`src/aznable_pkg.sv`:
```
`default_nettype none

package aznable_pkg;

	// display geometry in pixels per line
	localparam int H_TOTAL = 396;
	localparam int H_ACTIVE = 320;
	localparam int HS_START = 336;
	localparam int HS_END = 368;

	// display geometry in lines per frame
	localparam int V_TOTAL = 256;
	localparam int V_ACTIVE = 240;
	localparam int VS_START = 244;
	localparam int VS_END = 247;

	localparam int CNT_BITS = 9;

	// clk_24 cycles per millisecond
	localparam int MS_PRESCALE = 24000;

	localparam int WKRAM_ADDR_BITS = 14;

	// cpu memory map
	localparam logic [15:0] ADDR_IN0 = 16'h8000;
	localparam logic [15:0] ADDR_PAUSE = 16'h8530;
	localparam logic [15:0] ADDR_MENU = 16'h8531;
	localparam logic [15:0] TIMESTAMP_BASE = 16'h8080;
	localparam logic [15:0] TIMESTAMP_END = 16'h80A0;
	localparam logic [15:0] TIMER_BASE = 16'h80C0;
	localparam logic [15:0] TIMER_END = 16'h80D0;
	localparam logic [15:0] JOY_BASE = 16'h8100;
	localparam logic [15:0] JOY_END = 16'h81C0;
	localparam logic [15:0] WKRAM_BASE = 16'hC000;

	// six devices with 32 buttons each
	localparam int JOY_BITS = 192;
	// seconds count plus change toggle in the top bit
	localparam int TIMESTAMP_BITS = 33;

	// source of the registered cpu read data
	typedef enum logic [2:0] {
		SRC_NONE,
		SRC_IN0,
		SRC_JOY,
		SRC_TIMESTAMP,
		SRC_TIMER,
		SRC_MENU,
		SRC_WKRAM
	} rd_src_t;

endpackage

`default_nettype wire

```
`src/ms_timer.sv`:
```
`default_nettype none

module ms_timer (
	input wire logic clk_24,
	input wire logic reset,
	input wire logic timer_clear,
	output logic [15:0] count
);

	logic [$clog2(aznable_pkg::MS_PRESCALE)-1:0] prescale;

	always_ff @(posedge clk_24)
	begin
		if (reset || timer_clear)
		begin
			prescale <= '0;
			count <= '0;
		end
		else if (prescale == aznable_pkg::MS_PRESCALE - 1)
		begin
			// one millisecond elapsed, count wraps at 16 bits
			prescale <= '0;
			count <= count + 1'b1;
		end
		else
		begin
			prescale <= prescale + 1'b1;
		end
	end

	a_prescale_range: assert property (
		@(posedge clk_24) disable iff (reset)
		prescale < aznable_pkg::MS_PRESCALE
	);

endmodule

`default_nettype wire

```
`config.mk`:
```
export PLATFORM = sky130hd
export DESIGN_NAME = ms_timer
export DESIGN_NICKNAME = d
export VERILOG_FILES = /design/src/aznable_pkg.sv /design/src/ms_timer.sv
export SDC_FILE = /design/constraint.sdc
export NUM_CORES = 1
export LEC_CHECK = 0
export ABC_AREA = 1
export BUFFER_PORTS_ARGS = -buffer_cell sky130_fd_sc_hd__buf_2
export CAP_MARGIN = 20
export CORE_MARGIN = 10
export CORE_UTILIZATION = 30
export DETAILED_ROUTE_END_ITERATION = 16
export RECOVER_POWER = 50
export SYNTH_ARGS = -nofsm -noshare
export SYNTH_HDL_FRONTEND = slang
export SYNTH_SLANG_ARGS = --single-unit
```
`constraint.sdc`:
```
create_clock -name clk_24 -period 3.2 [get_ports clk_24]
set_input_delay 0.64 -clock clk_24 [delete_from_list [all_inputs] [get_ports clk_24]]
set_output_delay 0.64 -clock clk_24 [all_outputs]
set_load 0.005 [all_outputs]
```
==> reports/qor.yml, run 1 <==
synth-edff-count: 0
slew_viol_final: 0
finalCriticalPeriod_ns: 1.766
areaGrowthSynthToFinish_pct: 12.68
syn_area_per_cell_sq_um: 6.423
n_antenna_cell: 0
gp_congestion: 0.8162
p_total_uw: 681.2
coreArea_sq_um: 5205
via_per_inst: 4.514
drt_first_pass_iters: 4
drive_above_1_share_pct: 9.420
grt_max_degree: 21
setup_viol: 0
p_leak_uw: 0.0006482
antenna_left: 0
stdcell_count: 346
finClkSkew_ns: 0.005295
totalWireLength_mm: 3.556
crit_path_end_kind: "register"
ys_warn_count: 0
place_inst: 340
clock_latency_ns: 0.28
fillers: 587
seq_power_share_pct: 57.0
fin_tns_setup_ns: 0
syn-num-nets: 260
synth_area_leaders: "dfxtp_1, nand2_1, nor2_1, nand3_1, a21oi_1"
drt-initial-drc-count: 64
fin_util_pct: 35.46
port_buffers: 18
relSlewSlack_pct: 52.38
io_pins: 19
synth_ff_type: "dfxtp_1"
start_util_pct: 31.47
synth.distinct_cells: 22
worstPathRequired_ns: 3.37
antenna_found_initial: 0
ff2ff_setup_slack_ns: 1.43
comb_power_share_pct: 2.0
drc_errors: 0
status: "finished clean"
dp_hpwl_mm: 2.749
post_cts_buffers: 0
clk_pin_slew_worst_paths_ns: 0.06
max-cap-violations: 0
drt-wirelength-per-cell_microns: 10.28
hold_end: "prescale[0]$_SDFF_PP0_"
stdcell_area_sq_um: 1846
yosysTopAreaCell: "dfxtp_1"
worstHoldStart: "prescale[0]$_SDFF_PP0_"
cts_resized: 0
worstSetupStartpointType: "register"
sw_frac_of_total_pct: 21.28
rr_endpoint: "count[13]$_SDFFE_PP0N_"
power.share.clock_pct: 41.0
dieArea_sq_um: 8814
power_density_nw_per_um2: 369.1
async_reset_ff_share_pct: 0
cts_inserted_buffers: 5
critPathKind: "register to register"
postSynthCellCount: 255
hold_buffers: 0
track_usage_pct: 8.762
cp_max_fo: 20
grt_pass1_wl_mm: 6.230
netlist_area_sq_um: 1638
dieWidth_microns: 93.89
grt_pass1_vias: 1435
finalCritPeriodShare_pct: 55.20
htree_levels: 2
fp.dieH_microns: 93.89
yosys_register_bits: 31
reg2reg_from: "prescale[0]$_SDFF_PP0_"
nNetsFinal: 282
std_cell_rows: 26
cts.sinks: 31
finalHoldViolCount: 0
hold_depth: 1
placed_area_sq_um: 1793
clock_path_buffers: 2
p_int_uw: 536.2
cts_tree: "yes"
dr_total_vias: 1562
p_switching_uw: 145.0
timing.fmax_ghz: 0.5661
rsz0062_at_grt: "no"
tightest_slew_ns: 0.7135
max-vdd-ir-drop_uv: 126.2
hold_path.class: "register to register"
reg2reg_depth: 8
yosys.area.top_type_share_pct: 37.89
yosysSeqAreaShare_pct: 37.89
crit_arrival_ns: 1.94
grt-ovfl-total: 0
cts-root-buf: "clkbuf_8"
## critical path, stage by stage (launching register included)
cell and delay (ns):
dfxtp_1 0.34, ha_1 0.21, nand2_1 0.07, inv_1 0.07
nand3_1 0.11, nor2_2 0.57, nand3_1 0.15, nand2_1 0.10
nor2_1 0.04
## layer usage
metal,track usage (%),up-vias,part of all wire [%]
met5,0,-,0
met3,3.437,4,5.5
li1,-,844,-
met1,10.45,692,51
met2,13.08,22,42
met4,4.937,0,1.8
## area by class of cell
class                           instances  area [sq um]  area share (%)
Sequential cell                        31         620.6           33.63
Multi-Input combinational cell        192         877.1           47.53
Clock buffer                            6         72.57           3.932
Timing Repair Buffer                   19         82.58           4.475
Inverter                               28         105.1           5.695
Tap cell                               70         87.58           4.746
## power by group through the flow
stage	clock network [uW]	logic [uW]	registers [uW]
2_1_floorplan	0	10.3	396
3_3_place_gp	0	14.4	396
3_5_place_dp	0	14.4	396
4_1_cts	292	14.4	388
5_1_grt	311	15.8	388
6_report	280	13.7	388
## worst max path at each step
| stage | start | cells past startpoint | end |
|---|---|---|---|
| CTS | prescale[0]$_SDFF_PP0_ | 8 | count[11]$_SDFFE_PP0N_ |
| global placement | prescale[0]$_SDFF_PP0_ | 8 | prescale[12]$_SDFF_PP0_ |
| finish | prescale[0]$_SDFF_PP0_ | 8 | count[13]$_SDFFE_PP0N_ |
| global route | prescale[0]$_SDFF_PP0_ | 8 | count[11]$_SDFFE_PP0N_ |
| detailed placement | prescale[0]$_SDFF_PP0_ | 8 | prescale[12]$_SDFF_PP0_ |
| floorplan | prescale[0]$_SDFF_PP0_ | 9 | prescale[9]$_SDFF_PP0_ |
## placed cells by master (no fill, tap or decap)
cell type  netlist  layout
o21ai_1          1       1
ha_1             2       2
nand3_1         25      25
nor2_1          46      47
buf_1            1       1
inv_1           20      21
nand3b_1         2       2
nor3_2           1       1
o21bai_1         1       1
buf_2            0       6
nor2_2           4       3
nand4_1          2       2
buf_4            2       1
xor2_1           7       7
nor2_4           1       1
clkbuf_1         0      12
nand2_1         74      75
clkbuf_8         0       5
nor3_1           3       3
o21ai_0          2       2
dfxtp_1         31      31
nand2_2          3       2
inv_2            8       7
a21oi_1         18      18
## registers in the layout (all words and copies together), names as in the netlist
register,count
count,16
prescale,15
## synth_stat cells, types with 2 or more instances
| cell | n |
|---|---|
| nor2_1 | 46 |
| inv_2 | 8 |
| nand3_1 | 25 |
| nor3_1 | 3 |
| buf_4 | 2 |
| a21oi_1 | 18 |
| o21ai_0 | 2 |
| dfxtp_1 | 31 |
| nand3b_1 | 2 |
| nand2_1 | 74 |
| nor2_2 | 4 |
| ha_1 | 2 |
| xor2_1 | 7 |
| nand2_2 | 3 |
| inv_1 | 20 |
| nand4_1 | 2 |
## per-stage QoR
stage,hold WS [ns],worst slack [ns]
2_1_floorplan,0.4175,1.860
3_3_place_gp,0.4324,1.457
3_5_place_dp,0.4363,1.435
4_1_cts,0.4453,1.417
5_1_grt,0.4717,1.178
6_report,0.4423,1.434
## cells by family after synthesis
logic type               after synthesis  synth area share, %
AO/OA/AOI/OAI                         22                6.876
XOR/XNOR                               7                3.743
adder cells (fa/ha/maj)                2                1.528
buffers and inverters                 32                8.250
flip-flops                            31                37.89
AND/OR/NAND/NOR                      161                41.71
Note: power is estimated with default switching activity, not from simulation.
==> inputs of run 2 (changes only) <==
Clock period 3.2 ns to 1.6 ns, I/O delays scaled along.
==> run 2 against run 1 <==
- sequential power increased by 100%
- highest routed layer unchanged
- critical path type unchanged
- largest cell class unchanged
- wire length grew 6.3%
- design area is 4.7% higher
==> reports/qor.yml, run 2 (synthesized netlist as in run 1, its figures left out) <==
antenna_found_initial: 0  # unchanged
preCtsSetupSlack_ns: 0.1007  # was 1.435 ns
hold_depth: 4  # was 1
clock_latency_ns: 0.29  # was 0.28 ns
drt-wirelength-per-cell_microns: 10.77  # was 10.28 microns
totalWireLength_mm: 3.779  # was 3.556 mm
drive_above_1_share_pct: 11.74  # was 9.420%
cts_tree: "yes"  # unchanged
port_buffers: 18  # unchanged
max-cap-violations: 0  # unchanged
cts.sinks: 31  # unchanged
worstSetupStartpointType: "register"  # unchanged
antenna_left: 0  # unchanged
place_inst: 343  # was 340
areaGrowthSynthToFinish_pct: 17.95  # was 12.68%
start_util_pct: 31.47  # unchanged
drt-initial-drc-count: 125  # was 64
finalCritPeriodShare_pct: 90.28  # was 55.20%
grt_pass1_vias: 1374  # was 1,435
slew_viol_final: 0  # unchanged
fillers: 589  # was 587
finalCriticalPeriod_ns: 1.445  # was 1.766 ns
p_leak_uw: 0.0006730  # was 0.0006482 uW
crit_arrival_ns: 1.62  # was 1.94 ns
finClkSkew_ns: 0.009663  # was 0.005295 ns
worstHoldStart: "reset"  # was prescale[0]$_SDFF_PP0_
dr_total_vias: 1560  # was 1,562
timing.fmax_ghz: 0.6923  # was 0.5661 GHz
dp_hpwl_mm: 2.769  # was 2.749 mm
tightest_slew_ns: 0.3683  # was 0.7135 ns
cts-root-buf: "clkbuf_8"  # unchanged
clk_pin_slew_worst_paths_ns: 0.07  # was 0.06 ns
hold_path.class: "input pin to register"  # was register to register
clock_path_buffers: 2  # unchanged
track_usage_pct: 8.649  # was 8.762%
n_antenna_cell: 0  # unchanged
rr_endpoint: "count[14]$_SDFFE_PP0N_"  # was count[13]$_SDFFE_PP0N_
top_register: "count"  # unchanged
final_cell_mix: "nand2_1, nor2_1, dfxtp_1"  # unchanged
hold_end: "prescale[1]$_SDFF_PP0_"  # was prescale[0]$_SDFF_PP0_
crit_path_end_kind: "register"  # unchanged
cp_max_fo: 5  # was 20
reg_top3: "count x16, prescale x15"  # unchanged
largest_reg_flops: 16  # unchanged
max-vdd-ir-drop_uv: 327.3  # was 126.2 uV
grt-ovfl-total: 0  # unchanged
placed_area_sq_um: 1828  # was 1793 sq um
final_common_cell: "nand2_1"  # unchanged
stdcell_area_sq_um: 1932  # was 1846 sq um
whs_ns: 0.4565  # was 0.4423 ns
dieWidth_microns: 93.89  # unchanged
reg2reg_from: "count[0]$_SDFFE_PP0N_"  # was prescale[0]$_SDFF_PP0_
relSlewSlack_pct: 75.36  # was 52.38%
cts_inserted_buffers: 5  # unchanged
worstPathRequired_ns: 1.78  # was 3.37 ns
coreArea_sq_um: 5205  # unchanged
grt_max_degree: 21  # unchanged
nNetsFinal: 285  # was 282
drt_first_pass_iters: 4  # unchanged
critPathKind: "register to register"  # unchanged
gp_congestion: 0.8144  # was 0.8162
drc_errors: 0  # unchanged
power_density_nw_per_um2: 836.2  # was 369.1 nW/um^2
via_per_inst: 4.444  # was 4.514
setup_viol: 0  # unchanged
stdcell_count: 351  # was 346
reg2reg_depth: 8  # unchanged
finalHoldViolCount: 0  # unchanged
io_pins: 19  # unchanged
fp.dieH_microns: 93.89  # unchanged
layout_setup_ws_ns: 0.1554  # was 1.434 ns
ff2ff_setup_slack_ns: 0.16  # was 1.43 ns
grt_pass1_wl_mm: 6.092  # was 6.230 mm
dieArea_sq_um: 8814  # unchanged
std_cell_rows: 26  # unchanged
htree_levels: 2  # unchanged
status: "finished clean"  # unchanged
## run 2: cell types whose count changed in the layout (fill, tap and decap cells not counted), sizes merged
cell and change:
clkbuf +2, buf +1, bufinv +1, clkinv +1
## run 2: critical path, stage by stage (launching register included)
cell and delay (ns):
dfxtp_1 0.41, ha_1 0.21, nand2_1 0.08, nor2_1 0.18
nand2_1 0.10, nor2_1 0.16, nand3_1 0.09, nand2_1 0.06
nor2_1 0.04
## run 2: how the worst max path moves through the flow
stage,endpoint,depth (start not counted),slack (ns),startpoint
6_report,count[14]$_SDFFE_PP0N_,8,0.16,count[0]$_SDFFE_PP0N_
3_5_place_dp,prescale[11]$_SDFF_PP0_,8,0.10,prescale[0]$_SDFF_PP0_
2_1_floorplan,prescale[9]$_SDFF_PP0_,9,0.26,prescale[0]$_SDFF_PP0_
4_1_cts,prescale[7]$_SDFF_PP0_,8,0.09,prescale[0]$_SDFF_PP0_
3_3_place_gp,prescale[11]$_SDFF_PP0_,8,0.15,prescale[0]$_SDFF_PP0_
5_1_grt,count[4]$_SDFFE_PP0N_,10,-0.002,prescale[0]$_SDFF_PP0_
## run 2: per-layer routing
layer	wire, microns	track usage [%]	part of all wire (%)	vias up
met5	0	0	0	-
met4	82	5.063	2.2	0
met3	132	2.478	3.5	7
met2	1645	12.96	44	22
met1	1918	10.73	51	677
li1	-	-	-	854
## run 2: layout make-up
cell class	count	area [sq um]	area share, %
clock buffers	6	82.58	4.275
clock inverters	2	35.03	1.813
inverters	28	105.1	5.440
multi-input cells	192	889.6	46.05
flip-flops and latches	31	620.6	32.12
well taps	70	87.58	4.534
repair buffers	22	111.4	5.764
## run 2: report_power, final
part	internal [uW]	leakage (uW)	switching, uW
registers	774	0.000250	1.73
logic	11.4	0.000362	20.7
clock network	504	0.0000612	304
## run 2: repair_timing
item / CTS / global route
resized for setup: 0 / 3
hold endpoints to repair: 0 / 0
endpoints found under the setup margin: 0 / 17
buffers inserted: 0 / 0
hold buffers: 0 / 0
## run 2: stage by stage
stage               setup TNS, ns  total power [uW]  util, %
detailed placement              0             824.1    35.12
global route            -0.001598              1669    37.12
global placement                0             823.1    35.12
floorplan                       0             813.3        -
CTS                             0              1632    37.38
finish                          0              1616    37.12
