[config.mk]
export PLATFORM = sky130hd
export DESIGN_NAME = io_map
export DESIGN_NICKNAME = d
export VERILOG_FILES = /design/src/aznable_pkg.sv /design/src/io_map.sv
export SDC_FILE = /design/constraint.sdc
export NUM_CORES = 1
export LEC_CHECK = 0
export ABC_AREA = 0
export BUFFER_PORTS_ARGS = -buffer_cell sky130_fd_sc_hd__buf_2
export CORE_AREA = 2 2 115 117
export DETAILED_ROUTE_END_ITERATION = 12
export DIE_AREA = 0 0 117 119
export PLACE_DENSITY_LB_ADDON = 0.08
export SYNTH_ARGS = -nofsm -noshare
export SYNTH_HDL_FRONTEND = slang
export SYNTH_SLANG_ARGS = --single-unit
[constraint.sdc]
create_clock -name clk_24 -period 4.6 [get_ports clk_24]
set_clock_uncertainty 0.05 [all_clocks]
set_input_delay 0.46 -clock clk_24 [delete_from_list [all_inputs] [get_ports clk_24]]
set_output_delay 0.46 -clock clk_24 [all_outputs]
set_load 0.01 [all_outputs]
[src/aznable_pkg.sv]
`default_nettype none

package aznable_pkg;

	// display geometry in pixels per line
	localparam int H_TOTAL = 396;
	localparam int H_ACTIVE = 320;
	localparam int HS_START = 336;
	localparam int HS_END = 368;

	// display geometry in lines per frame
	localparam int V_TOTAL = 256;
	localparam int V_ACTIVE = 240;
	localparam int VS_START = 244;
	localparam int VS_END = 247;

	localparam int CNT_BITS = 9;

	// clk_24 cycles per millisecond
	localparam int MS_PRESCALE = 24000;

	localparam int WKRAM_ADDR_BITS = 14;

	// cpu memory map
	localparam logic [15:0] ADDR_IN0 = 16'h8000;
	localparam logic [15:0] ADDR_PAUSE = 16'h8530;
	localparam logic [15:0] ADDR_MENU = 16'h8531;
	localparam logic [15:0] TIMESTAMP_BASE = 16'h8080;
	localparam logic [15:0] TIMESTAMP_END = 16'h80A0;
	localparam logic [15:0] TIMER_BASE = 16'h80C0;
	localparam logic [15:0] TIMER_END = 16'h80D0;
	localparam logic [15:0] JOY_BASE = 16'h8100;
	localparam logic [15:0] JOY_END = 16'h81C0;
	localparam logic [15:0] WKRAM_BASE = 16'hC000;

	// six devices with 32 buttons each
	localparam int JOY_BITS = 192;
	// seconds count plus change toggle in the top bit
	localparam int TIMESTAMP_BITS = 33;

	// source of the registered cpu read data
	typedef enum logic [2:0] {
		SRC_NONE,
		SRC_IN0,
		SRC_JOY,
		SRC_TIMESTAMP,
		SRC_TIMER,
		SRC_MENU,
		SRC_WKRAM
	} rd_src_t;

endpackage

`default_nettype wire

[src/io_map.sv]
`default_nettype none

module io_map (
	input wire logic clk_24,
	input wire logic reset,
	input wire logic [15:0] cpu_addr,
	input wire logic cpu_wr,
	input wire logic [7:0] cpu_wdata,
	output logic [7:0] cpu_rdata,
	input wire logic pause,
	input wire logic menu,
	output logic pause_out,
	input wire logic [aznable_pkg::JOY_BITS-1:0] joystick,
	input wire logic [aznable_pkg::TIMESTAMP_BITS-1:0] timestamp,
	input wire logic hsync,
	input wire logic vsync,
	input wire logic hblank,
	input wire logic vblank,
	input wire logic [15:0] timer_count,
	output logic timer_clear,
	output logic ram_wr,
	input wire logic [7:0] ram_q
);

	logic in0_cs;
	logic ts_cs;
	logic timer_cs;
	logic joy_cs;
	logic pause_cs;
	logic menu_cs;
	logic wkram_cs;
	logic pause_trigger;
	logic menu_trigger;
	logic [255:0] joy_ext;
	logic [63:0] ts_ext;
	logic [7:0] in0_byte;
	aznable_pkg::rd_src_t src_d;
	aznable_pkg::rd_src_t src_q;
	logic [7:0] byte_d;
	logic [7:0] byte_q;

	// region decode
	assign in0_cs = (cpu_addr == aznable_pkg::ADDR_IN0);
	assign ts_cs = (cpu_addr >= aznable_pkg::TIMESTAMP_BASE) &&
		(cpu_addr < aznable_pkg::TIMESTAMP_END);
	assign timer_cs = (cpu_addr >= aznable_pkg::TIMER_BASE) && (cpu_addr < aznable_pkg::TIMER_END);
	assign joy_cs = (cpu_addr >= aznable_pkg::JOY_BASE) && (cpu_addr < aznable_pkg::JOY_END);
	assign pause_cs = (cpu_addr == aznable_pkg::ADDR_PAUSE);
	assign menu_cs = (cpu_addr == aznable_pkg::ADDR_MENU);
	assign wkram_cs = (cpu_addr[15:aznable_pkg::WKRAM_ADDR_BITS] ==
		aznable_pkg::WKRAM_BASE[15:aznable_pkg::WKRAM_ADDR_BITS]);

	assign timer_clear = timer_cs && cpu_wr;
	assign ram_wr = wkram_cs && cpu_wr;

	// pause input wins over a trigger write
	always_ff @(posedge clk_24)
	begin
		if (reset || pause)
			pause_trigger <= 1'b0;
		else if (pause_cs && cpu_wr)
			pause_trigger <= 1'b1;
	end

	assign pause_out = pause || pause_trigger;

	// menu input wins over the clearing write
	always_ff @(posedge clk_24)
	begin
		if (reset)
			menu_trigger <= 1'b0;
		else if (menu)
			menu_trigger <= 1'b1;
		else if (menu_cs && cpu_wr)
			menu_trigger <= 1'b0;
	end

	// padded vectors so unused byte slots read zero
	assign joy_ext = {{(256 - aznable_pkg::JOY_BITS){1'b0}}, joystick};
	assign ts_ext = {{(64 - aznable_pkg::TIMESTAMP_BITS){1'b0}}, timestamp};
	// bit 0 is the debug flag, always clear here
	assign in0_byte = {hsync, vsync, hblank, vblank, 2'b10, menu, 1'b0};

	always_comb
	begin
		src_d = aznable_pkg::SRC_NONE;
		byte_d = 8'h00;
		if (in0_cs)
		begin
			src_d = aznable_pkg::SRC_IN0;
			byte_d = in0_byte;
		end
		else if (ts_cs)
		begin
			src_d = aznable_pkg::SRC_TIMESTAMP;
			byte_d = ts_ext[{cpu_addr[2:0], 3'd0} +: 8];
		end
		else if (timer_cs)
		begin
			src_d = aznable_pkg::SRC_TIMER;
			byte_d = timer_count[{cpu_addr[0], 3'd0} +: 8];
		end
		else if (joy_cs)
		begin
			src_d = aznable_pkg::SRC_JOY;
			byte_d = joy_ext[{cpu_addr[4:0], 3'd0} +: 8];
		end
		else if (menu_cs)
		begin
			src_d = aznable_pkg::SRC_MENU;
			byte_d = {8{menu_trigger}};
		end
		else if (wkram_cs)
		begin
			// data comes from the ram output one cycle later
			src_d = aznable_pkg::SRC_WKRAM;
		end
	end

	always_ff @(posedge clk_24)
	begin
		if (reset)
		begin
			src_q <= aznable_pkg::SRC_NONE;
			byte_q <= 8'h00;
		end
		else
		begin
			src_q <= src_d;
			byte_q <= byte_d;
		end
	end

	assign cpu_rdata = (src_q == aznable_pkg::SRC_WKRAM) ? ram_q : byte_q;

	a_one_region: assert property (
		@(posedge clk_24) disable iff (reset)
		$onehot0({in0_cs, ts_cs, timer_cs, joy_cs, pause_cs, menu_cs, wkram_cs})
	);

endmodule

`default_nettype wire

==> results of run 1 <==
-- power breakdown --
| part | internal (mW) | leakage [nW] | switching (mW) |
|---|---|---|---|
| combinational | 0.182 | 2.01 | 0.123 |
| clock | 0.117 | 0.0382 | 0.0470 |
| sequential | 0.114 | 0.105 | 0.000457 |
-- cells in the mapped netlist, types with 4 or more instances --
cell,instances
a22oi_1,6
clkbuf_8,8
buf_2,4
a31oi_1,5
mux2_2,12
mux4_1,18
a21oi_1,9
nor2b_1,6
nor2_1,12
nor4_1,4
dfxtp_1,13
buf_12,4
nand2b_1,5
buf_6,5
mux4_2,30
mux2i_1,30
o21ai_0,10
a211oi_1,5
nor3_1,10
nand2_1,10
nand3_1,7
-- flip-flops by register name (all words and copies together), names as in the netlist --
name           count
src_q              3
byte_q             8
pause_trigger      1
menu_trigger       1
-- metrics by stage --
stage                     instances  utilization (%)  setup WS [ps]  power (mW)
after global placement          705             34.5           1530       0.423
final                           709             35.1           1770       0.583
after global routing            709             35.1           1630       0.619
after floorplan                 267                -           2530       0.293
after detailed placement        705             34.5           1510       0.427
after CTS                       709             35.1           1760       0.592
-- logic make-up (layout without fill, tap and decap cells) --
group                  count (synthesis)  after routing  share of synthesized area (%)
multiplexers                          90             90                           51.7
AND/OR/NAND/NOR                       78             78                           15.5
AO/OA/AOI/OAI                         60             60                           14.7
buffers and inverters                 26            292                           9.64
flip-flops                            13             13                           8.49
-- cells in the final DEF (no fill, tap or decap), types with 4 or more instances in the layout --
| cell | Yosys | final |
|---|---|---|
| mux4_1 | 18 | 18 |
| nor3_1 | 10 | 10 |
| a211oi_1 | 5 | 5 |
| mux2i_1 | 30 | 30 |
| dfxtp_1 | 13 | 13 |
| a21oi_1 | 9 | 9 |
| nor4_1 | 4 | 4 |
| nand3_1 | 7 | 7 |
| nand2_1 | 10 | 10 |
| nand2b_1 | 5 | 5 |
| mux4_2 | 30 | 30 |
| mux2_2 | 12 | 12 |
| nor2b_1 | 6 | 6 |
| a22oi_1 | 6 | 6 |
| nor2_1 | 12 | 12 |
| buf_2 | 4 | 283 |
| a31oi_1 | 5 | 5 |
| o21ai_0 | 10 | 10 |
-- layer usage --
layer | track usage [%] | up-vias
met4 | 2.94 | 0
met5 | 0 | -
li1 | - | 1681
met2 | 34.3 | 156
met3 | 2.09 | 7
met1 | 18.9 | 1597
-- area by class of cell --
type                       instances  area (um2)
clock buffer                       4        78.8
fill                            1354        8360
inverter                           2        7.51
multi-input combinational        228        2510
sequential                        13         260
tap                              176         220
timing repair buffer             286        1440
-- path summary, 6_finish.rpt --
check                      from  slack (ps)            end  depth (start not counted)
setup / recovery    cpu_addr[1]        1770      byte_q[6]                          8
hold / removal            pause         340  pause_trigger                          2
setup reg to reg   menu_trigger        3070      byte_q[0]                          4
hold reg to reg   pause_trigger         440  pause_trigger                          2
==> flow_summary.json, run 1 <==
{
  "run_status": "complete, no violations",
  "vias": 3441,
  "maxCapViolCount": 0,
  "fin_crit_sh_pct": 61.6,
  "drc": 0,
  "syn_inst": 267,
  "wire_per_inst_um": 17.6,
  "min_path_type": "in2reg",
  "cp_num_buf_inv": 2,
  "setup_violations": 0,
  "vias_per_cell": 4.85,
  "synth_top_area_share_pct": 22.0,
  "tns_ps": 0,
  "ys_types": 56,
  "rsz0062_at_grt": "false",
  "firstDrtPassIters": 4,
  "initial_core_util_pct": 23.8,
  "yosysTopAreaCell": "mux4_2",
  "wl_met3_um": 775,
  "post_dp_cell_area_um2": 4440,
  "port_buffers": 284,
  "cts.clk_slew.worst_paths_ps": 40,
  "fmax_mhz": 353,
  "routed_wl_um": 12500,
  "die_area_um2": 13900,
  "dp_hpwl_um": 10800,
  "synth-main-ff-cell": "dfxtp_1",
  "ctsHoldBuffers": 0,
  "synthTopCellsByArea": "mux4_2 (22%), mux4_1 (15%), mux2i_1 (9.8%), dfxtp_1 (8.5%), mux2_2 (4.4%)",
  "grt_start_max_net_pins": 58,
  "synth_edf_count": 0,
  "synth_area_per_cell_um2": 11.5,
  "core_area_um2": 12900,
  "grt_remaining_overflow": 0,
  "peakVddDrop_uv": 90.7,
  "ys_ff_latch": 13,
  "top_layer": "met4",
  "worstPathArrival_ps": 2900,
  "core.rowCount": 42,
  "htreeDepth": 1,
  "worst_pin_slew_ps": 969,
  "synth-warning-count": 0,
  "worstPathMaxFanout": 44,
  "wl_met2_um": 7010,
  "critical-path-top-delay-family": "buffers and inverters",
  "grt_pass1_wl_um": 18200,
  "clock_latency_ps": 240,
  "final_area_um2": 4510,
  "holdWs_ps": 337,
  "endpoint_kind": "register",
  "clock_sinks": 13,
  "cp_slowest_cell": "buf_2",
  "crit_type": "in2reg",
  "cp.required_ps": 4670,
  "fp.dieH_um": 119,
  "die_w_um": 117,
  "pin_count": 293,
  "cts_buffers": 3,
  "cts_max_path_buffers": 2,
  "syn_to_final_growth_pct": 47.3,
  "drv_slew": 0,
  "setup.worst_path.start_class": "input port",
  "finalHoldViolCount": 0,
  "m1WireLength_um": 4600,
  "synthArstFlopShare_pct": 0,
  "netlist_area_um2": 3060,
  "p_leak_nw": 2.16,
  "grt.total_usage_pct": 17.1,
  "cts_tree": "done",
  "ant_nets": 0,
  "seq_area_frac_synth_pct": 8.49,
  "cts_resized": 0,
  "antenna_found_initial": 0,
  "layout-drive-gt1-share_pct": 65.5,
  "drt-initial-drc-count": 81,
  "grt_pass1_vias": 3664,
  "crit_chain": "buf_2 -> buf_4 -> mux4_1 -> a22o_1 -> a221oi_1 -> o22ai_1 -> nand2b_1 -> a21oi_1",
  "antennaDiodeCount": 0,
  "period_minus_slack_ps": 2830,
  "cts-root-buf": "clkbuf_16",
  "power_density_nw_per_um2": 129,
  "nNetsFinal": 816,
  "critPathMaxStageDelay_ps": 720,
  "slew_headroom_pct": 35.4,
  "postCtsSetupRepairBufs": 0,
  "gp_routability_congestion": 0.736,
  "synth_nets": 549
}
No activity file was read; power rests on OpenSTA's default activity.
==> run 2: changes to the inputs <==
--- a/config.mk
+++ b/config.mk
@@ -5,11 +5,11 @@
 export SDC_FILE = /design/constraint.sdc
 export NUM_CORES = 1
 export LEC_CHECK = 0
-export ABC_AREA = 0
+export ABC_AREA = 1
 export BUFFER_PORTS_ARGS = -buffer_cell sky130_fd_sc_hd__buf_2
-export CORE_AREA = 2 2 115 117
+export CORE_AREA = 2 2 113 115
 export DETAILED_ROUTE_END_ITERATION = 12
-export DIE_AREA = 0 0 117 119
+export DIE_AREA = 0 0 115 117
 export PLACE_DENSITY_LB_ADDON = 0.08
 export SYNTH_ARGS = -nofsm -noshare
 export SYNTH_HDL_FRONTEND = slang
==> constraint.sdc (replaced) <==
create_clock -name clk_24 -period 2.3 [get_ports clk_24]
set_clock_uncertainty 0.05 [all_clocks]
set_input_delay 0.23 -clock clk_24 [delete_from_list [all_inputs] [get_ports clk_24]]
set_output_delay 0.23 -clock clk_24 [all_outputs]
set_load 0.01 [all_outputs]
==> flow_summary.json, run 2 <==
{
  "peakVddDrop_uv": 162,
  "grt_pass1_wl_um": 23800,
  "rsz0062_at_grt": "false",
  "largestRegisters": "byte_q x8, src_q x3",
  "layout-drive-gt1-share_pct": 34.9,
  "synth_edf_count": 0,
  "cts_buffers": 3,
  "core.rowCount": 41,
  "cts_tree": "done",
  "synth_top_area_share_pct": 32.1,
  "reg2reg_slack_ps": 1380,
  "nNetsFinal": 1251,
  "total_power_mw": 1.26,
  "grt_start_max_net_pins": 59,
  "crit_chain": "nand3b_1 -> mux2_2 -> buf_2",
  "cts_max_path_buffers": 2,
  "dp_hpwl_um": 12800,
  "run_status": "complete, no violations",
  "reg2reg_depth": 4,
  "largest-register": "byte_q",
  "vias": 5102,
  "seq_area_frac_synth_pct": 7.39,
  "drv_slew": 0,
  "largest_register_ffs": 8,
  "synth_most_common_cell": "nand2_1",
  "htreeDepth": 1,
  "endpoint_kind": "output port",
  "routed_wl_um": 15600,
  "synthArstFlopShare_pct": 0,
  "antenna_found_initial": 0,
  "syn_to_final_growth_pct": 43.4,
  "synthTopCellsByArea": "nand2_1 (32%), inv_1 (8.4%), nand3_1 (7.8%), nor2_1 (7.7%), dfxtp_1 (7.4%)",
  "firstDrtPassIters": 4,
  "maxCapViolCount": 0,
  "holdPathEnd": "pause_trigger",
  "cp_slowest_cell": "mux2_2",
  "cp.required_ps": 2020,
  "drc": 0,
  "syn_inst": 704,
  "synth-warning-count": 0,
  "min_path_type": "in2reg",
  "timing.rr.start": "menu_trigger",
  "fmax_mhz": 591,
  "tns_ps": 0,
  "worst_r2r_endpoint": "byte_q[6]",
  "wire_per_inst_um": 14.0,
  "netlist_area_um2": 3520,
  "yosysTopAreaCell": "nand2_1",
  "gp_routability_congestion": 0.850,
  "p_leak_nw": 3.06,
  "ys_ff_latch": 13,
  "core_area_um2": 12300,
  "vias_per_cell": 4.56,
  "post_dp_cell_area_um2": 4970,
  "worst_pin_slew_ps": 628,
  "slew_headroom_pct": 58.0,
  "grt.total_usage_pct": 22.2,
  "fin_crit_sh_pct": 73.6,
  "final_area_um2": 5050,
  "holdWs_ps": 108,
  "synth_nets": 986,
  "period_minus_slack_ps": 1690,
  "final_common_cell": "nand2_1",
  "ant_nets": 0,
  "final_cell_mix": "nand2_1 (301), buf_2 (283), inv_1 (79)",
  "worstPathArrival_ps": 1410,
  "setup.worst_path.start_class": "register",
  "clock_latency_ps": 240,
  "die_area_um2": 13500,
  "antennaDiodeCount": 0,
  "postCtsSetupRepairBufs": 0,
  "worstPathMaxFanout": 8,
  "clock_sinks": 13,
  "critPathMaxStageDelay_ps": 380,
  "port_buffers": 284,
  "synth_common_cells": "nand2_1 (301), inv_1 (79), nor2_1 (72), nand3_1 (55), o21ai_0 (32)",
  "power_density_nw_per_um2": 249,
  "hold_depth": 2,
  "finalHoldViolCount": 0,
  "synth_area_per_cell_um2": 5.00,
  "cts.clk_slew.worst_paths_ps": 50,
  "cts-root-buf": "clkbuf_16",
  "fillers": 1503,
  "crit_type": "reg2out",
  "ctsHoldBuffers": 0,
  "ys_types": 38,
  "die_w_um": 115,
  "grt_remaining_overflow": 0,
  "pin_count": 293,
  "hold_start": "pause",
  "initial_core_util_pct": 28.6,
  "synth-main-ff-cell": "dfxtp_1",
  "grt_pass1_vias": 4799,
  "cts_resized": 0,
  "drt-initial-drc-count": 225,
  "setup_violations": 0,
  "fp.dieH_um": 117
}
==> run 2: final cells by class <==
type | count | area (um2) | share of cell area, %
inverters | 85 | 319 | 6.32
flip-flops and latches | 13 | 260 | 5.15
repair buffers | 299 | 1570 | 31.2
well taps | 150 | 188 | 3.71
multi-input cells | 567 | 2630 | 52.1
clock buffers | 4 | 78.8 | 1.56
==> run 2: worst max path at each step <==
stage                           start           end  depth (start not counted)
final                        src_q[0]  cpu_rdata[3]                          3
after global routing      cpu_addr[0]     byte_q[0]                         17
after CTS                    src_q[0]  cpu_rdata[3]                          3
after detailed placement  cpu_addr[0]     byte_q[7]                         17
after global placement    cpu_addr[0]     byte_q[6]                         17
after floorplan           cpu_addr[2]     byte_q[6]                         11
==> run 2: power by group <==
part | internal, mW | switching [mW] | leakage, nW
Clock | 0.233 | 0.0934 | 0.0382
Sequential | 0.229 | 0.00150 | 0.105
Combinational | 0.324 | 0.379 | 2.92
==> run 2: cell families after synthesis <==
family | Yosys count | synth area share [%]
AO/OA/AOI/OAI | 91 | 15.9
buffers and inverters | 124 | 17.9
flip-flops | 13 | 7.39
multiplexers | 8 | 2.56
AND/OR/NAND/NOR | 468 | 56.3
==> run 2: layer usage <==
layer | part of all wire, % | track usage, %
met5 | 0 | 0
met4 | 1.3 | 4.34
met3 | 6.7 | 3.40
met2 | 49 | 41.8
met1 | 43 | 26.8
==> run 2: critical path, delay by kind of cell (launching register included) <==
kind,cells,cell delay (ps)
simple gates,1,360
mux,1,380
buf+inv,1,140
flops,1,290
==> run 2: through the flow <==
stage | util, % | instances | setup slack (ps)
final | 41.0 | 1118 | 607
after global routing | 41.0 | 1118 | 414
after CTS | 41.0 | 1118 | 570
after detailed placement | 40.4 | 1114 | 381
after global placement | 40.4 | 1114 | 375
after floorplan | - | 704 | 865
