File: config.mk
export PLATFORM = sky130hd
export DESIGN_NAME = video_timer
export DESIGN_NICKNAME = d
export VERILOG_FILES = /design/src/aznable_pkg.sv /design/src/video_timer.sv
export SDC_FILE = /design/constraint.sdc
export NUM_CORES = 1
export LEC_CHECK = 0
export BUFFER_PORTS_ARGS = -buffer_cell sky130_fd_sc_hd__buf_2
export CAP_MARGIN = 20
export CORE_ASPECT_RATIO = 1.25
export CORE_MARGIN = 2
export CORE_UTILIZATION = 30
export DETAILED_ROUTE_END_ITERATION = 10
export SLEW_MARGIN = 20
export SYNTH_ARGS = -nofsm -noshare
export SYNTH_HDL_FRONTEND = slang
export SYNTH_SLANG_ARGS = --single-unit
File: constraint.sdc
create_clock -name clk_24 -period 1.9 [get_ports clk_24]
set_input_delay 0.095 -clock clk_24 [delete_from_list [all_inputs] [get_ports clk_24]]
set_output_delay 0.095 -clock clk_24 [all_outputs]
set_load 0.005 [all_outputs]
File: src/aznable_pkg.sv
`default_nettype none

package aznable_pkg;

	// display geometry in pixels per line
	localparam int H_TOTAL = 396;
	localparam int H_ACTIVE = 320;
	localparam int HS_START = 336;
	localparam int HS_END = 368;

	// display geometry in lines per frame
	localparam int V_TOTAL = 256;
	localparam int V_ACTIVE = 240;
	localparam int VS_START = 244;
	localparam int VS_END = 247;

	localparam int CNT_BITS = 9;

	// clk_24 cycles per millisecond
	localparam int MS_PRESCALE = 24000;

	localparam int WKRAM_ADDR_BITS = 14;

	// cpu memory map
	localparam logic [15:0] ADDR_IN0 = 16'h8000;
	localparam logic [15:0] ADDR_PAUSE = 16'h8530;
	localparam logic [15:0] ADDR_MENU = 16'h8531;
	localparam logic [15:0] TIMESTAMP_BASE = 16'h8080;
	localparam logic [15:0] TIMESTAMP_END = 16'h80A0;
	localparam logic [15:0] TIMER_BASE = 16'h80C0;
	localparam logic [15:0] TIMER_END = 16'h80D0;
	localparam logic [15:0] JOY_BASE = 16'h8100;
	localparam logic [15:0] JOY_END = 16'h81C0;
	localparam logic [15:0] WKRAM_BASE = 16'hC000;

	// six devices with 32 buttons each
	localparam int JOY_BITS = 192;
	// seconds count plus change toggle in the top bit
	localparam int TIMESTAMP_BITS = 33;

	// source of the registered cpu read data
	typedef enum logic [2:0] {
		SRC_NONE,
		SRC_IN0,
		SRC_JOY,
		SRC_TIMESTAMP,
		SRC_TIMER,
		SRC_MENU,
		SRC_WKRAM
	} rd_src_t;

endpackage

`default_nettype wire

File: src/video_timer.sv
`default_nettype none

module video_timer (
	input wire logic clk_24,
	input wire logic reset,
	input wire logic ce_6,
	output logic [aznable_pkg::CNT_BITS-1:0] hcnt,
	output logic [aznable_pkg::CNT_BITS-1:0] vcnt,
	output logic hblank,
	output logic vblank,
	output logic hsync,
	output logic vsync
);

	logic [aznable_pkg::CNT_BITS-1:0] h_next;
	logic [aznable_pkg::CNT_BITS-1:0] v_next;

	// next counter values, advanced only on a pixel enable
	always_comb
	begin
		h_next = hcnt;
		v_next = vcnt;
		if (ce_6)
		begin
			if (hcnt == aznable_pkg::H_TOTAL - 1)
			begin
				h_next = '0;
				// end of line steps the frame counter
				if (vcnt == aznable_pkg::V_TOTAL - 1)
					v_next = '0;
				else
					v_next = vcnt + 1'b1;
			end
			else
			begin
				h_next = hcnt + 1'b1;
			end
		end
	end

	// flags decode the next values so they change together with the counters
	always_ff @(posedge clk_24)
	begin
		if (reset)
		begin
			hcnt <= '0;
			vcnt <= '0;
			hblank <= 1'b0;
			vblank <= 1'b0;
			hsync <= 1'b0;
			vsync <= 1'b0;
		end
		else
		begin
			hcnt <= h_next;
			vcnt <= v_next;
			hblank <= (h_next >= aznable_pkg::H_ACTIVE);
			vblank <= (v_next >= aznable_pkg::V_ACTIVE);
			hsync <= (h_next >= aznable_pkg::HS_START) && (h_next < aznable_pkg::HS_END);
			vsync <= (v_next >= aznable_pkg::VS_START) && (v_next < aznable_pkg::VS_END);
		end
	end

	// counters never leave the frame
	a_cnt_range: assert property (
		@(posedge clk_24) disable iff (reset)
		(hcnt < aznable_pkg::H_TOTAL) && (vcnt < aznable_pkg::V_TOTAL)
	);

endmodule

`default_nettype wire

==> results of run 1 <==
==> registers in the layout, summed over array words and instances, names as in the netlist <==
signal,count
vblank,1
hblank,1
hcnt,9
hsync,1
vsync,1
vcnt,9
==> metal layers <==
layer	global-route usage	vias up	share of wire
met5	0	-	0
met4	0.0296	0	0.0058
met3	0.0211	2	0.027
met2	0.211	24	0.49
met1	0.160	474	0.48
li1	-	532	-
==> kinds of logic (layout without fill, tap and decap cells) <==
| logic type | count (synthesis) | in the layout | synth area share |
|---|---|---|---|
| muxes | 2 | 2 | 0.0172 |
| DFF | 22 | 22 | 0.379 |
| adders and majority gates | 2 | 2 | 0.0215 |
| buffers and inverters | 11 | 38 | 0.0506 |
| and+or+nand+nor | 66 | 66 | 0.333 |
| AOI/OAI and AO/OA | 21 | 21 | 0.115 |
| xor gates and xnor gates | 11 | 11 | 0.0830 |
==> power by group <==
group	total, W	switching [W]	internal, W
clock network	0.000336	0.000152	0.000185
registers	0.000471	0.00000537	0.000465
logic	0.0000262	0.0000152	0.0000111
total	0.000833	0.000172	0.000661
==> final cells by class <==
cell class / instances / area [um2]
multi-input combinational: 102 / 663
clock buffer: 4 / 55.1
tap: 40 / 50.0
timing repair buffer: 30 / 165
fill: 392 / 2360
sequential: 22 / 440
inverter: 4 / 15.0
==> cells in the final DEF, fill, tap and decap left out, types with 4 or more instances in the layout <==
cell	n
xor2_1	6
dfxtp_1	22
or3_1	4
buf_4	6
inv_1	4
and2_1	4
buf_2	24
clkbuf_8	4
nand2_1	13
and3_1	4
nor2_1	11
nand4_1	5
nor3_1	6
xnor2_1	5
nand3_1	6
a21oi_1	7
==> worst max-delay path, stage by stage (launching register included) <==
cell and delay [ns]:
dfxtp_1 0.40, ha_1 0.22, and3_2 0.26, nand3_2 0.18, or3_1 0.38, o21ai_1 0.14, and2_1 0.16
==> stage by stage <==
stage / power (W) / area [um2]
2_1_floorplan: 0.000496 / 1160
5_1_grt: 0.000867 / 1390
4_1_cts: 0.000844 / 1390
3_3_place_gp: 0.000507 / 1330
6_report: 0.000833 / 1390
3_5_place_dp: 0.000508 / 1330
==> path summary, 6_finish.rpt <==
kind              cells after the start     from  slack (ns)       to
setup / recovery                      6  hcnt[0]        0.09  vcnt[3]
hold / removal                        3     ce_6        0.18  hcnt[1]
setup reg to reg                      6  hcnt[0]        0.09  vcnt[3]
hold reg to reg                       2  hcnt[1]        0.56  hcnt[1]
==> qor.txt, run 1 <==
outcome: finished, final reports clean
share of layout cells above drive strength 1: 0.272
ranking of synthesized cells by area: dfxtp_1 38%, xor2_1 4.5%, nand2_1 4.2%
top-count cell post-synth: dfxtp_1
Tightest Hold Check Type: in -> reg
nets: 168
peak fanout along the critical path: 7
unrepaired setup endpoints after global routing: false
PD cells: 600 nW/um2
Peak VDD IR: 0.342 mV
mapped cell area: 1160 um2
Syn Nets: 140
postcts setup bufs: 0
ANT nets after route: 0
syn_area_per_cell: 8.60 um2
Overall Global Routing Usage: 0.124
CP startpoint kind: register
setup ws final: 0.0950 ns
post-cts repair resize count: 0
# IOs: 25
Hold Vio Cnt, Final: 0
final max-slew violation count: 0
dpl ws: 0.0897 ns
fraction of registers with async set/reset: 0
CTS clk-pin slew, worst paths: 0.08 ns
1st-iter DRT viols: 29
Post-synth top cells: 22 x dfxtp_1, 13 x nand2_1, 11 x nor2_1
final non-filler cell total: 202
Post-Place Cells: 198
Die Y: 73.6 um
Max Freq: 0.554 GHz
HPWL after detailed placement: 1.95 mm
WP data required: 2.11 ns
Core Util, Final: 0.370
largest net degree at the start of global routing: 17
wirelength, routed: 2.59 mm
Synth cell types: 40
register area share after synthesis: 0.379
global route total overflow: 0
skew final: 0.00278 ns
Die ar.: 4390 um2
post-layout min period: 1.81 ns
WS Path Type: reg -> reg
setup TNS: 0 ns
largest area contributor in the netlist: dfxtp_1
clock buffer depth: 2
number of synthesized flops with an enable pin: 0
vias post-DR: 1032
relative slew slack: 0.776
hold slack: 0.185 ns
initial antenna violation count: 0
htree depth: 1
area grow syn2layout: 19.6%
Inserted Clock Buffers: 3
Synth top area share: 0.379
cell row count: 25
Worst Tran Pin Value: 0.335 ns
flops & latches, synth: 22
Core Area: 3750 um2
Root Driver: clkbuf_8
number of global-route vias before repair: 1001
Initial Utilization: 0.309
TritonRoute pass-1 iters: 4
Crit. End Element: register
vias per cell: 5.11
Die W: 59.6 um
n_diodes: 0
yosys warns: 0
hold buffers post-CTS: 0
DRC Markers: 0
Port Buffers: 24
global-route wire length before repair: 4.33 mm
max cap viols: 0
count of final setup violators: 0
TritonCTS clock tree: yes
crit share post-route: 0.950
Pleak: 0.611 nW
Clock Sinks: 22
Avg WL per Cell: 12.8 um
Primary FF master, synth: dfxtp_1
Syn Inst Count: 135
Skew-Pair Late Insertion Delay: 0.26 ns
GP Congestion: 0.824
crit path DAT: 2.01 ns
Note: power is estimated with default switching activity, not from simulation.
==> inputs of run 2 (changes only) <==
--- a/config.mk
+++ b/config.mk
@@ -7,7 +7,6 @@
 export LEC_CHECK = 0
 export BUFFER_PORTS_ARGS = -buffer_cell sky130_fd_sc_hd__buf_2
 export CAP_MARGIN = 20
-export CORE_ASPECT_RATIO = 1.25
 export CORE_MARGIN = 2
 export CORE_UTILIZATION = 30
 export DETAILED_ROUTE_END_ITERATION = 10
==> constraint.sdc (replaced) <==
create_clock -name clk_24 -period 1.5 [get_ports clk_24]
set_input_delay 0.075 -clock clk_24 [delete_from_list [all_inputs] [get_ports clk_24]]
set_output_delay 0.075 -clock clk_24 [all_outputs]
set_load 0.005 [all_outputs]
==> run 2 against run 1 <==
  * Design area is 27% higher
  * Non-clock buffer count is 29 higher
  * Worst hold slack worse by 0.030 ns
  * Routed wire length grew 17%
  * Sequential cell count is the same
  * Sequential share of layout area shrank 6.0 points
  * Fmax up 11%
  * First-iteration DRC count shrank 14%
  * The run now ends with negative setup slack left
  * Clock power rose by 32%
  * Power increased by 30%
==> qor.txt, run 2 (same netlist as run 1, synthesis figures left out) <==
skew final: 0.00402 ns
Hold Vio Cnt, Final: 0
unrepaired setup endpoints after global routing: true
Core Util, Final: 0.477
ANT nets after route: 0
Pleak: 0.779 nW
CP startpoint kind: register
peak fanout along the critical path: 7
Die Y: 66.2 um
outcome: finished, violations left
crit path DAT: 1.81 ns
n_diodes: 0
Port Buffers: 24
global-route wire length before repair: 4.87 mm
HPWL after detailed placement: 2.20 mm
clock buffer depth: 2
failing checks: negative setup slack
Peak VDD IR: 0.453 mV
Crit. End Element: register
worst-path cell chain: and4bb_4 -> buf_4 -> nand3_4 -> o22ai_2 -> o2111ai_2 -> nor4_2
Die ar.: 4380 um2
CP max stage delay: 0.36 ns
nets: 197
TritonCTS clock tree: yes
Crit Reg-Reg Endpoint: vsync
setup TNS: -0.460 ns
post-layout min period: 1.62 ns
Finished Cell Area: 1760 um2
PD cells: 617 nW/um2
max cap viols: 0
TritonRoute pass-1 iters: 4
global route total overflow: 0
CTS clk-pin slew, worst paths: 0.08 ns
largest net degree at the start of global routing: 17
Post-Place Cells: 226
CP delay by family, top: simple AND/OR/NAND/NOR gates
dpl ws: -0.0964 ns
relative slew slack: 0.805
Max Freq: 0.616 GHz
Initial Utilization: 0.315
Hold Startpoint: reset
r2r startpoint: hcnt[6]
initial antenna violation count: 0
htree depth: 1
CP Launch Point: hcnt[6]
Crit path depth: 6
placed cell areas: 1540 um2
WP data required: 1.69 ns
cell row count: 22
Core Area: 3690 um2
vias post-DR: 1194
GP Congestion: 0.843
WHS Path Cells: 2
area grow syn2layout: 51.5%
number of global-route vias before repair: 1105
Regs by FF count: hcnt (9), vcnt (9)
1st-iter DRT viols: 25
Clock Sinks: 22
Worst Tran Pin Value: 0.292 ns
slowest stage cell on the critical path: and4bb_4
hold buffers post-CTS: 0
final non-filler cell total: 239
Overall Global Routing Usage: 0.143
vias per cell: 5.00
reg2reg setup slack: -0.12 ns
critical path capture point: vsync
final max-slew violation count: 0
worst path bufs/invs: 1
Skew-Pair Late Insertion Delay: 0.27 ns
Root Driver: clkbuf_8
# IOs: 25
most common cell after layout, fill and taps aside: buf_4
Avg WL per Cell: 12.7 um
wirelength, routed: 3.03 mm
Inserted Clock Buffers: 3
Die W: 66.2 um
crit share post-route: 1.08
Tightest Hold Check Type: in -> reg
Worst Reg-to-Reg Cells: 6
WS Path Type: reg -> reg
setup ws final: -0.122 ns
most frequent cells in the layout: 29 x buf_4, 24 x buf_2, 17 x dfxtp_1
share of layout cells above drive strength 1: 0.492
count of final setup violators: 7
DRC Markers: 0
run 2: worst min path at each step:
| stage | endpoint | slack, ns |
|---|---|---|
| 2_1_floorplan | hcnt[1] | 0.23 |
| 3_3_place_gp | hcnt[1] | 0.42 |
| 3_5_place_dp | hcnt[7] | 0.45 |
| 4_1_cts | hcnt[0] | 0.16 |
| 5_1_grt | vcnt[4] | 0.18 |
| 6_report | hcnt[7] | 0.16 |
run 2: what timing repair did:
item / 4_1_cts / 5_1_grt
pin swaps: 3 / 16
resized for setup: 2 / 19
cloned: 0 / 0
endpoints found under the hold margin: 0 / 0
setup buffers: 1 / 8
endpoints found under the setup margin: 6 / 10
run 2: power breakdown:
part | internal [W] | switching, W
sequential | 0.000588 | 0.00000551
combinational | 0.0000238 | 0.0000259
clock | 0.000235 | 0.000207
run 2: worst register-to-register path, stage by stage (launching register included):
cell,delay (ns)
dfxtp_2,0.32
and4bb_4,0.36
buf_4,0.14
nand3_4,0.12
o22ai_2,0.19
o2111ai_2,0.14
nor4_2,0.26
run 2: per-stage QoR:
| stage | total power (W) | hold slack, ns |
|---|---|---|
| floorplan | 0.000632 | 0.226 |
| global placement | 0.000653 | 0.423 |
| detailed placement | 0.000656 | 0.450 |
| CTS | 0.00110 | 0.161 |
| global route | 0.00113 | 0.181 |
| finish | 0.00109 | 0.155 |
run 2: final cells by class:
cell class / count / area, um2
Timing Repair Buffer: 59 / 405
Inverter: 4 / 15.0
Fill cell: 369 / 1930
Clock buffer: 4 / 55.1
Multi-Input combinational cell: 102 / 772
Tap cell: 48 / 60.1
Sequential cell: 22 / 452
run 2: metal layers:
layer,vias up,part of all wire,wire length [um],track usage
met5,-,0,0,0
met4,0,0.016,50,0.0434
met3,6,0.040,122,0.0290
met2,33,0.50,1510,0.253
met1,564,0.45,1350,0.173
li1,591,-,-,-
==> inputs of run 3 (changes only) <==
--- a/config.mk
+++ b/config.mk
@@ -9,7 +9,9 @@
 export CAP_MARGIN = 20
 export CORE_MARGIN = 2
 export CORE_UTILIZATION = 30
+export CTS_BUF_LIST = sky130_fd_sc_hd__clkbuf_4
 export DETAILED_ROUTE_END_ITERATION = 10
+export SKIP_CTS_REPAIR_TIMING = 1
 export SLEW_MARGIN = 20
 export SYNTH_ARGS = -nofsm -noshare
 export SYNTH_HDL_FRONTEND = slang
==> run 3 against run 2 <==
  * The flow still finishes with violations (negative setup slack)
  * Sequential cell count stayed put
  * Cell count fell by 1.3%
  * Non-clock buffer count decreased by 3
  * Combinational power up 3%
  * Core utilization shrank 1.8 points
  * Critical path type unchanged
  * Critical endpoint unchanged
==> qor.txt, run 3 (same netlist as run 1, synthesis figures left out) <==
HPWL after detailed placement: 2.20 mm
Peak VDD IR: 0.303 mV
Initial Utilization: 0.315
CP Launch Point: vcnt[3]
gr busiest metal: met2
Pleak: 0.744 nW
NetSw: 0.000218 W
Reg power frac: 0.640
Root Driver: clkbuf_4
Avg WL per Cell: 12.5 um
Skew-Pair Late Insertion Delay: 0.31 ns
Gate power share: 0.055
Worst Tran Pin Value: 0.304 ns
largest net degree at the start of global routing: 17
wirelength, routed: 2.95 mm
CTS clk-pin slew, worst paths: 0.13 ns
TritonCTS clock tree: yes
Max Freq: 0.600 GHz
GP Congestion: 0.843
Post-Place Cells: 226
TritonRoute pass-1 iters: 4
ANT nets after route: 0
max cap viols: 0
WP data required: 1.73 ns
Power Total: 0.000930 W
nets: 194
switching share of power: 0.235
WS Path Type: reg -> reg
Overall Global Routing Usage: 0.138
Clock Sinks: 22
r2r startpoint: vcnt[3]
Core Area: 3690 um2
setup ws final: -0.166 ns
Inserted Clock Buffers: 3
cell row count: 22
most common cell after layout, fill and taps aside: buf_4
final max-slew violation count: 0
Worst Reg-to-Reg Cells: 6
post-layout min period: 1.67 ns
crit path DAT: 1.90 ns
reg2reg setup slack: -0.17 ns
peak fanout along the critical path: 6
initial antenna violation count: 0
met2 Resource Use GR: 0.240
area grow syn2layout: 45.7%
critical path capture point: vsync
Crit Reg-Reg Endpoint: vsync
PD cells: 550 nW/um2
n_diodes: 0
# IOs: 25
met1 Usage GRT: 0.172
htree depth: 1
clock buffer depth: 2
Tightest Hold Check Type: in -> reg
vias per cell: 5.07
count of final setup violators: 5
failing checks: negative setup slack
Hold Vio Cnt, Final: 0
number of global-route vias before repair: 1096
dpl ws: -0.0964 ns
1st-iter DRT viols: 31
DRC Markers: 0
Regs by FF count: hcnt (9), vcnt (9)
Crit. End Element: register
outcome: finished, violations left
vias post-DR: 1196
Clock power frac: 0.305
share of layout cells above drive strength 1: 0.484
met3 track demand over resource: 0.0290
relative slew slack: 0.797
global-route wire length before repair: 4.76 mm
crit share post-route: 1.11
skew final: 0.00199 ns
P_int: 0.000712 W
unrepaired setup endpoints after global routing: true
most frequent cells in the layout: 28 x buf_4, 24 x buf_2, 14 x dfxtp_1
Die W: 66.2 um
Die Y: 66.2 um
Port Buffers: 24
CP startpoint kind: register
global route total overflow: 0
Die ar.: 4380 um2
final non-filler cell total: 236
==> run 3: layer usage <==
layer	vias up	wire length [um]
li1	589	-
met4	0	70
met3	10	136
met1	567	1310
met5	-	0
met2	30	1420
==> run 3: cell type report <==
| type | instances | area, um2 |
|---|---|---|
| inverters | 4 | 15.0 |
| clock inverters | 1 | 3.75 |
| flip-flops and latches | 22 | 455 |
| clock buffers | 3 | 22.5 |
| fillers | 382 | 2000 |
| multi-input cells | 102 | 759 |
| repair buffers | 56 | 375 |
| well taps | 48 | 60.1 |
==> run 3: power by group through the flow <==
stage / sequential (W) / clock, W / combinational [W]
after CTS: 0.000595 / 0.000301 / 0.0000489
final: 0.000595 / 0.000284 / 0.0000513
after floorplan: 0.000611 / 0 / 0.0000209
after global routing: 0.000596 / 0.000319 / 0.0000589
after detailed placement: 0.000608 / 0 / 0.0000486
after global placement: 0.000607 / 0 / 0.0000461
==> run 3: worst min-delay path by stage <==
stage                     depth (start not counted)  start  slack [ns]  endpoint
final                                             2  reset        0.12   vcnt[0]
after global routing                              2  reset        0.13   vcnt[4]
after CTS                                         3   ce_6        0.11   hcnt[0]
after detailed placement                          2  reset        0.45   hcnt[7]
after global placement                            3   ce_6        0.42   hcnt[1]
after floorplan                                   2   ce_6        0.23   hcnt[1]
==> run 3: worst max-delay path, stage by stage (launching register included) <==
cell and delay, ns:
dfxtp_1 0.46, and4_4 0.26, buf_4 0.11, nand4bb_1 0.13, mux2i_1 0.22, o21bai_1 0.14
nor4_2 0.25
==> run 3: stage by stage <==
| step | hold WS, ns | utilization | TNS, ns | cell area (um2) |
|---|---|---|---|---|
| after floorplan | 0.226 | - | -0.0842 | 1220 |
| after global placement | 0.423 | 0.418 | -0.150 | 1540 |
| after detailed placement | 0.450 | 0.418 | -0.228 | 1540 |
| after CTS | 0.106 | 0.425 | -0.478 | 1570 |
| after global routing | 0.130 | 0.459 | -0.934 | 1690 |
| final | 0.115 | 0.459 | -0.374 | 1690 |
